`src/rtl/lockPkg.sv`:
```
package lockPkg;

	// Width shared by every water level in the design
	localparam int LEVEL_WIDTH = 8;

	typedef logic [LEVEL_WIDTH-1:0] levelT;

	// Basin levels are fixed for a given lock
	localparam levelT DEFAULT_OUTER_LEVEL = levelT'(73); // Outer basin surface
	localparam levelT DEFAULT_INNER_LEVEL = levelT'(49); // Inner basin surface
	localparam levelT DEFAULT_RESET_LEVEL = levelT'(52); // Chamber level out of reset

	// Steps per cycle while the chamber fills or drains
	localparam levelT DEFAULT_RAISE_STEP = levelT'(2);
	localparam levelT DEFAULT_LOWER_STEP = levelT'(1);

	// Cycles a gondola settles at the gate before it counts as waiting
	localparam int DEFAULT_ARRIVAL_DELAY = 10;

	// Gate status encoding
	localparam logic GATE_CLOSED = 1'b1; // Status and request bit value for a shut gate

	// Side a gondola enters the chamber from
	typedef enum logic {
		SIDE_INNER = 1'b0, // Through the inner gate
		SIDE_OUTER = 1'b1 // Through the outer gate
	} sideT;

endpackage
```
`src/rtl/lockSystem.sv`:
```
module lockSystem #(
	parameter lockPkg::levelT OUTER_LEVEL = lockPkg::DEFAULT_OUTER_LEVEL,
	parameter lockPkg::levelT INNER_LEVEL = lockPkg::DEFAULT_INNER_LEVEL,
	parameter lockPkg::levelT RESET_LEVEL = lockPkg::DEFAULT_RESET_LEVEL,
	parameter lockPkg::levelT RAISE_STEP = lockPkg::DEFAULT_RAISE_STEP,
	parameter lockPkg::levelT LOWER_STEP = lockPkg::DEFAULT_LOWER_STEP,
	parameter int ARRIVAL_DELAY = lockPkg::DEFAULT_ARRIVAL_DELAY
) (
	input logic clk,
	input logic rst,

	// Gondola side
	input logic arriveReq,
	input logic departReq,
	input lockPkg::sideT entrySide,

	// Operator controls
	input logic raiseReq,
	input logic lowerReq,
	input logic outerGateReq, // 1 means close
	input logic innerGateReq, // 1 means close

	output lockPkg::levelT lockWater,
	output logic outerGateClosed,
	output logic innerGateClosed,
	output logic gondolaArriving,
	output logic gondolaDeparting,
	output logic gondolaInside
);

	// Gate status shared between chamber and sequencer
	logic outerClosed;
	logic innerClosed;

	assign outerGateClosed = outerClosed;
	assign innerGateClosed = innerClosed;

	lockChamber #(
		.OUTER_LEVEL(OUTER_LEVEL),
		.INNER_LEVEL(INNER_LEVEL),
		.RESET_LEVEL(RESET_LEVEL),
		.RAISE_STEP(RAISE_STEP),
		.LOWER_STEP(LOWER_STEP)
	) chamber (
		.clk(clk),
		.rst(rst),
		.raiseReq(raiseReq),
		.lowerReq(lowerReq),
		.outerGateReq(outerGateReq),
		.innerGateReq(innerGateReq),
		.lockWater(lockWater),
		.outerGateClosed(outerClosed),
		.innerGateClosed(innerClosed)
	);

	gondolaSequencer #(
		.ARRIVAL_DELAY(ARRIVAL_DELAY)
	) sequencer (
		.clk(clk),
		.rst(rst),
		.arriveReq(arriveReq),
		.departReq(departReq),
		.entrySide(entrySide),
		.outerGateClosed(outerClosed),
		.innerGateClosed(innerClosed),
		.gondolaArriving(gondolaArriving),
		.gondolaDeparting(gondolaDeparting),
		.gondolaInside(gondolaInside)
	);

endmodule

```
`src/rtl/gondolaSequencer.sv`:
```
module gondolaSequencer #(
	parameter int ARRIVAL_DELAY = lockPkg::DEFAULT_ARRIVAL_DELAY
) (
	input logic clk,
	input logic rst,
	input logic arriveReq, // Gondola announces itself at a gate
	input logic departReq, // Gondola inside asks to leave
	input lockPkg::sideT entrySide, // Gate the gondola is coming in through
	input logic outerGateClosed,
	input logic innerGateClosed,
	output logic gondolaArriving,
	output logic gondolaDeparting,
	output logic gondolaInside
);

	localparam int TIMER_WIDTH = $clog2(ARRIVAL_DELAY + 1);

	logic [TIMER_WIDTH-1:0] timerCount;
	logic timerIdle;
	logic timerDone;
	logic gondolaWaiting;
	lockPkg::sideT insideSide; // Entry side of the gondola in the chamber
	logic outerOpen;
	logic innerOpen;
	logic entryGateOpen;
	logic exitGateOpen;
	logic admit;

	assign outerOpen = (outerGateClosed != lockPkg::GATE_CLOSED);
	assign innerOpen = (innerGateClosed != lockPkg::GATE_CLOSED);

	assign timerIdle = (timerCount == '0);
	assign timerDone = (timerCount == TIMER_WIDTH'(ARRIVAL_DELAY));

	// Only one gondola may be settling or waiting at a time
	assign gondolaArriving = arriveReq && !gondolaWaiting && timerIdle;

	// Entry uses the live side, exit the side latched on entry
	assign entryGateOpen = (entrySide == lockPkg::SIDE_OUTER) ? outerOpen : innerOpen;
	assign exitGateOpen = (insideSide == lockPkg::SIDE_OUTER) ? innerOpen : outerOpen;

	assign admit = gondolaWaiting && !gondolaInside && entryGateOpen;
	assign gondolaDeparting = gondolaInside && exitGateOpen && departReq;

	// Settling timer runs from 1 up to ARRIVAL_DELAY
	always_ff @(posedge clk) begin
		if (rst) begin
			timerCount <= '0;
		end else if (gondolaArriving) begin
			timerCount <= TIMER_WIDTH'(1);
		end else if (timerDone) begin
			timerCount <= '0;
		end else if (!timerIdle) begin
			timerCount <= timerCount + 1'b1;
		end
	end

	always_ff @(posedge clk) begin
		if (rst) begin
			gondolaWaiting <= 1'b0;
		end else if (timerDone) begin
			gondolaWaiting <= 1'b1; // Settled at the gate
		end else if (admit) begin
			gondolaWaiting <= 1'b0;
		end
	end

	always_ff @(posedge clk) begin
		if (rst) begin
			gondolaInside <= 1'b0;
		end else if (admit) begin
			gondolaInside <= 1'b1;
		end else if (gondolaDeparting) begin
			gondolaInside <= 1'b0;
		end
	end

	always_ff @(posedge clk) begin
		if (admit) begin
			insideSide <= entrySide;
		end
	end

	// The gate on the latched side was open at the entry edge
	enterThroughOpenGate: assert property (
		@(posedge clk) disable iff (rst)
		$rose(gondolaInside) |->
			((insideSide == lockPkg::SIDE_OUTER) ? $past(outerOpen) : $past(innerOpen))
	) else $error("gondolaSequencer: gondola entered through a closed gate");

	// Leaving needs the opposite gate open and empties the chamber next cycle
	leaveThroughOpenGate: assert property (
		@(posedge clk) disable iff (rst)
		gondolaDeparting |->
			((insideSide == lockPkg::SIDE_OUTER) ? innerOpen : outerOpen) ##1 !gondolaInside
	) else $error("gondolaSequencer: departure without an open exit gate");

endmodule

```
`src/rtl/lockChamber.sv`:
```
module lockChamber #(
	parameter lockPkg::levelT OUTER_LEVEL = lockPkg::DEFAULT_OUTER_LEVEL,
	parameter lockPkg::levelT INNER_LEVEL = lockPkg::DEFAULT_INNER_LEVEL,
	parameter lockPkg::levelT RESET_LEVEL = lockPkg::DEFAULT_RESET_LEVEL,
	parameter lockPkg::levelT RAISE_STEP = lockPkg::DEFAULT_RAISE_STEP,
	parameter lockPkg::levelT LOWER_STEP = lockPkg::DEFAULT_LOWER_STEP
) (
	input logic clk,
	input logic rst,
	input logic raiseReq, // Fill the chamber one step
	input logic lowerReq, // Drain the chamber one step
	input logic outerGateReq, // 1 asks to close the outer gate
	input logic innerGateReq, // 1 asks to close the inner gate
	output lockPkg::levelT lockWater,
	output logic outerGateClosed,
	output logic innerGateClosed
);

	logic waterFree;
	logic atOuter;
	logic atInner;
	lockPkg::levelT outerHeadroom;
	lockPkg::levelT innerHeadroom;
	lockPkg::levelT raisedLevel;
	lockPkg::levelT loweredLevel;

	// Water can only move with the chamber sealed on both ends
	assign waterFree = (outerGateClosed == lockPkg::GATE_CLOSED) &&
		(innerGateClosed == lockPkg::GATE_CLOSED);

	// Level match against each basin
	assign atOuter = (lockWater == OUTER_LEVEL);
	assign atInner = (lockWater == INNER_LEVEL);

	// Distance left before each basin level is reached
	assign outerHeadroom = OUTER_LEVEL - lockWater;
	assign innerHeadroom = lockWater - INNER_LEVEL;

	// Saturate so the basin level is hit exactly instead of overshot
	assign raisedLevel = (outerHeadroom <= RAISE_STEP) ? OUTER_LEVEL :
		lockWater + RAISE_STEP;
	assign loweredLevel = (innerHeadroom <= LOWER_STEP) ? INNER_LEVEL :
		lockWater - LOWER_STEP;

	always_ff @(posedge clk) begin
		if (rst) begin
			lockWater <= RESET_LEVEL;
		end else if (waterFree) begin
			if (raiseReq) begin // Raise has priority
				lockWater <= raisedLevel;
			end else if (lowerReq) begin
				lockWater <= loweredLevel;
			end
		end
	end

	// A gate only moves once the chamber matches its basin
	always_ff @(posedge clk) begin
		if (rst) begin
			outerGateClosed <= lockPkg::GATE_CLOSED;
			innerGateClosed <= lockPkg::GATE_CLOSED;
		end else begin
			if (atOuter) begin
				outerGateClosed <= outerGateReq;
			end
			if (atInner) begin
				innerGateClosed <= innerGateReq;
			end
		end
	end

	// An open gate pins the level for the following cycle
	levelHeldWhileOpen: assert property (
		@(posedge clk) disable iff (rst)
		!waterFree |=> $stable(lockWater)
	) else $error("lockChamber: level moved with a gate open");

	// Reset level and saturation together keep the chamber between the basins
	levelInRange: assert property (
		@(posedge clk) disable iff (rst)
		(lockWater >= INNER_LEVEL) && (lockWater <= OUTER_LEVEL)
	) else $error("lockChamber: level %0d outside basin range", lockWater);

endmodule

```
`config.mk`:
```
export PLATFORM = sky130hd
export DESIGN_NAME = lockSystem
export DESIGN_NICKNAME = d
export VERILOG_FILES = /design/src/rtl/lockPkg.sv /design/src/rtl/lockSystem.sv /design/src/rtl/gondolaSequencer.sv /design/src/rtl/lockChamber.sv
export SDC_FILE = /design/constraint.sdc
export NUM_CORES = 1
export LEC_CHECK = 0
export BUFFER_PORTS_ARGS = -buffer_cell sky130_fd_sc_hd__clkbuf_2
export CAP_MARGIN = 20
export CORE_ASPECT_RATIO = 1.1
export CORE_MARGIN = 2
export CORE_UTILIZATION = 54
export CTS_CLUSTER_DIAMETER = 40
export CTS_CLUSTER_SIZE = 40
export DETAILED_ROUTE_END_ITERATION = 7
export PLACE_DENSITY = 0.83
export SKIP_LAST_GASP = 1
export SLEW_MARGIN = 0
export SYNTH_ARGS = -nofsm -noshare
export SYNTH_HDL_FRONTEND = slang
export SYNTH_SLANG_ARGS = --single-unit
```
`constraint.sdc`:
```
create_clock -name clk -period 4.3 [get_ports clk]
set_input_delay 0.86 -clock clk [delete_from_list [all_inputs] [get_ports clk]]
set_output_delay 0.86 -clock clk [all_outputs]
set_load 0.02 [all_outputs]
```
# == After elaboration in Yosys (flattened, before gate mapping) ==
# Cells that the tools add are included.
# totals
reg_bits,17
inputBits,9
out_inout_bits,13
word_cells,49
# op_classes
addsub,5
order_cmp,2
n_eq_ne,4
mux,13
bitwise,2
n_reduce_logical,15
# op_table
operator,count
2-to-1 mux 8 bit,4
2-to-1 mux 1 bit,9
"adder 8 x 2 -> 8 bit, second input constant",1
"== test 8 x 6 -> 1 bit, second input constant",1
"== test 8 x 7 -> 1 bit, second input constant",1
"<= comparator 8 x 1 -> 1 bit, second input constant",1
"<= comparator 8 x 2 -> 1 bit, second input constant",1
"subtractor 7 x 8 -> 8 bit, first input constant",1
"subtractor 8 x 1 -> 8 bit, second input constant",1
"subtractor 8 x 6 -> 8 bit, second input constant",1
logical AND 1 bit,7
nonzero test 2 bit,3
"adder 4 x 1 -> 4 bit, second input constant",1
"== test 4 bit, second input constant",1
logical NOT 4 bit,1
"!= test 3 bit, second input constant",1
OR reduction 3 bit,1
logical NOT 1 bit,2
NOT 1 bit,2
AND reduction 2 bit,1

# == Depth between registers and ports, before layout ==
# depth
word_depth,6
ltp_mapped,7
mapped_depth_nobuf,6

# == By module ==
# From an unflattened synthesis, not the netlist that was laid out.
# hier_totals
hier_cells,150
area_unflattened_um2,1297.5
# by_module_without_submodules
mod,instances,cells_each,area_per_inst_um2,seq_area_each_um2
lockChamber,1,113,928.4,200.2
gondolaSequencer,1,37,369.1,150.1

# == Worst setup path after synthesis ==
# Ideal clock, no wire load.
# synth_timing
path_type,register to output
from,register sequencer.timerCount[0]
to,output port gondolaArriving
arrival_time_ns,1.273
required_ns,3.440
path_slack_ns,2.167
path_stages_with_launch,5
n_path_buf,0
cell_sequence,dfxtp_1 -> inv_1 -> ha_1 -> nor3b_1 -> and3b_1
# synth_via
elab_chain_cells,2
# synth_lines
item,line,source
"start, declared",gondolaSequencer.sv:18,logic [TIMER_WIDTH-1:0] timerCount;
"start signal, assigned",gondolaSequencer.sv:54,timerCount <= timerCount + 1'b1;
logical NOT 4 bit,gondolaSequencer.sv:32,assign timerIdle = (timerCount == '0);
logical AND 1 bit,gondolaSequencer.sv:36,assign gondolaArriving = arriveReq && !gondolaWaiting && timerIdle;
"end, declared",lockSystem.sv:26,"output logic gondolaArriving,"
# No other way between the ends.

# == Worst setup path after layout ==
# Same ends and word-level chain as after synthesis.

==> results.cfg <==
[worst_hold_path]
holdPathStages = 2
min_from = sequencer.gondolaInside
whs_endpoint = sequencer.gondolaInside
hp-class = flip-flop to flip-flop

[synthesis]
synth-seq-cells = 17
yosysSeqAreaShare_pct = 28.9
synth_flop_cell = dfxtp_1
syn_nets = 165
netlist_area_um2 = 1210
synthArstFlopShare_pct = 0
ys_types = 41
synthCells = 147
syn_avg_cell_area_um2 = 8.24
synth-edff-count = 1
synth-warning-count = 0

[global_routing]
grt-ovfl-total = 0
grt_pass1_vias = 1048
track_usage_pct = 23.8
antenna_found_initial = 0
grt_pass1_wl_um = 4750
grt_max_degree = 18

[drt]
drt.antenna.violating_nets = 0
route.detailed.drc = 0
drt-initial-drc-count = 35
routed_via_density = 5.86
wl_per_cell_um = 14.5
dr_total_vias = 1131
first_pass_iters = 4
drt_wl_total_um = 2790

[worst_setup_path]
r2r_setup_slack_ns = 2.12
rr_startpoint = chamber.lockWater[1]
startpoint_type = flip-flop
path_class = flip-flop to output port
reg2regPathDepth = 6
slowest_delay_ns = 0.47
worstPathRequired_ns = 3.44
path_buf_inv = 2
critPathTopFamily = simple AND/OR/NAND/NOR gates
endpoint_kind = output port
worstPathCellList = inv_1 -> ha_1 -> nor3b_1 -> and3b_1 -> clkbuf_2
crit_path_max_fanout = 5
worstReg2RegEnd = chamber.lockWater[5]
arrival_ns = 1.81
crit_slowest_cell = nor3b_1

[status]
outcome = finished, final reports clean

[sta]
fin_crit_ns = 2.67
finClkSkew_ns = 0.00577
setup_ws_ns = 1.63
timing.hold.ws_ns = 0.506
tightest_slew_ns = 0.549
grt_setup_unrepaired = no
finalSetupTns_ns = 0
fmaxAchievable_mhz = 374
fin_crit_sh_pct = 62.1
drv_slew = 0
relSlewSlack_pct = 63.3
finalSetupViolCount = 0
hold_viol_final = 0

[finish]
utilization_pct = 65.6
fillCellCount = 185
area_growth_pct = 11.7
antenna_cells = 0
drive_gt1_share_pct = 17.6
nets = 184

[clock_tree]
htreeDepth = 1
clkSinkCount = 17
cts_resized = 0
clock_latency_ns = 0.29
post_cts_buffers = 0
root_buffer = clkbuf_4
ctsHoldBuffers = 0
clkSlewWorstSetupHoldPaths_ns = 0.10
cts_tree = built
cts_buffer_depth = 2
numCtsBuffers = 3

[pwr]
p_int_uw = 272
switching_share_pct = 37.9
vdd_ir_drop_max_v = 0.000289
pwr-share-comb_pct = 34.3
power_density_nw_per_um2 = 323
leakagePower_nw = 0.570
pwr-share-seq_pct = 46.0
p_total_uw = 437
power.switching_uw = 166
p_clk_share_pct = 19.7

[run]
drv_cap = 0

[die]
die_h_um = 53.7
top_level_ports = 22
start_util_pct = 58.7
floorplan.die_area_um2 = 2640
core_area_um2 = 2060
chipWidth_um = 49.2
std_cell_rows = 17

[placement]
routabilityCongestion = 0.908
pre_cts_slack_ns = 1.94
dp_hpwl_um = 2090
io_buffer_count = 21
[per-stage QoR]
stage	cell area, um2	instances
3_3_place_gp	1330	189
2_1_floorplan	1210	147
3_5_place_dp	1330	189
6_report	1350	193
4_1_cts	1350	193
5_1_grt	1350	193
[metal layers]
layer | global-route usage (%) | wire, um
met1 | 29.1 | 1250
met2 | 42.6 | 1360
met4 | 10.5 | 63
met5 | 0 | 0
met3 | 2.78 | 123
[how the worst max path moves through the flow]
stage | startpoint | end | slack, ns | depth (start not counted)
finish | sequencer.timerCount[0] | gondolaArriving | 1.63 | 5
global route | sequencer.timerCount[0] | gondolaArriving | 1.44 | 5
CTS | sequencer.timerCount[0] | gondolaArriving | 1.61 | 5
detailed placement | sequencer.timerCount[0] | gondolaArriving | 1.94 | 5
global placement | raiseReq | chamber.lockWater[1] | 2.03 | 6
floorplan | sequencer.timerCount[0] | gondolaArriving | 2.17 | 4
[sequential cells by signal (all words and copies together), names as in the netlist]
signal,flops
sequencer.insideSide,1
sequencer.timerCount,4
chamber.innerGateClosed,1
chamber.lockWater,8
sequencer.gondolaWaiting,1
chamber.outerGateClosed,1
sequencer.gondolaInside,1
[power groups by stage]
stage | Clock, mW | Sequential, mW | Combinational (mW)
floorplan | 0 | 0.202 | 0.110
global placement | 0 | 0.203 | 0.144
detailed placement | 0 | 0.205 | 0.149
CTS | 0.0882 | 0.201 | 0.150
global route | 0.0927 | 0.205 | 0.167
finish | 0.0861 | 0.201 | 0.150
[cells in the mapped netlist, types with 2 or more instances]
master / count / area, um2
dfxtp_1: 16 / 320
nor2_1: 13 / 48.8
inv_1: 11 / 41.3
ha_1: 9 / 113
a21oi_1: 7 / 35.0
nand3_1: 7 / 35.0
clkbuf_1: 6 / 22.5
mux2i_1: 6 / 60.1
nand2_1: 6 / 22.5
nor4_1: 6 / 37.5
o21ai_0: 6 / 30.0
nor3_1: 4 / 20.0
a31oi_1: 3 / 18.8
nand2b_1: 3 / 18.8
o211ai_1: 3 / 22.5
o311ai_0: 3 / 26.3
or3_1: 3 / 18.8
a32o_1: 2 / 20.0
and2_1: 2 / 12.5
buf_2: 2 / 10.0
nand3b_1: 2 / 15.0
nor3b_1: 2 / 15.0
o21a_1: 2 / 15.0
o21bai_1: 2 / 15.0
o31ai_1: 2 / 15.0
or3b_1: 2 / 17.5
xnor2_1: 2 / 17.5
xor2_1: 2 / 17.5
[worst reg2reg max path, cell delays in order (launching register included)]
cell and delay, ns:
dfxtp_1 0.54, inv_1 0.17, ha_1 0.28, or3b_1 0.36, a211o_1 0.32, o21ai_4 0.23
o311ai_0 0.15
[layout by cell type, fill, tap and decap left out, drive strengths merged, types with 2 or more instances in the layout]
cell    instances
and2            2
mux2i           6
nor3b           2
nand2b          3
ha              9
nor2           13
o21bai          2
inv            11
o21a            2
o311ai          3
o211ai          3
nand3b          2
dfxtp          16
xor2            2
nand2           6
nor3            4
or3             3
clkbuf         25
or3b            3
xnor2           2
a31oi           3
o31ai           2
a32o            2
a21oi           7
nand3           7
nor4            6
o21ai           7
[kinds of logic (layout without fill, tap and decap cells)]
logic type | count (synthesis) | in the layout | share of synthesized area (%)
simple gates | 55 | 55 | 25.0
compound gates | 37 | 37 | 22.8
buf+inv | 19 | 37 | 6.09
flops | 17 | 17 | 28.9
fa+ha+maj | 9 | 9 | 9.30
mux | 6 | 6 | 4.96
xor+xnor | 4 | 4 | 2.89
[cell type report]
type | count | area, um2 | area share [%]
flip-flops and latches | 17 | 350 | 25.9
repair buffers | 22 | 113 | 8.33
inverters | 11 | 41.3 | 3.05
clock buffers | 4 | 26.3 | 1.94
well taps | 28 | 35.0 | 2.59
multi-input cells | 111 | 787 | 58.2
Power figures use the tool's default switching activity.
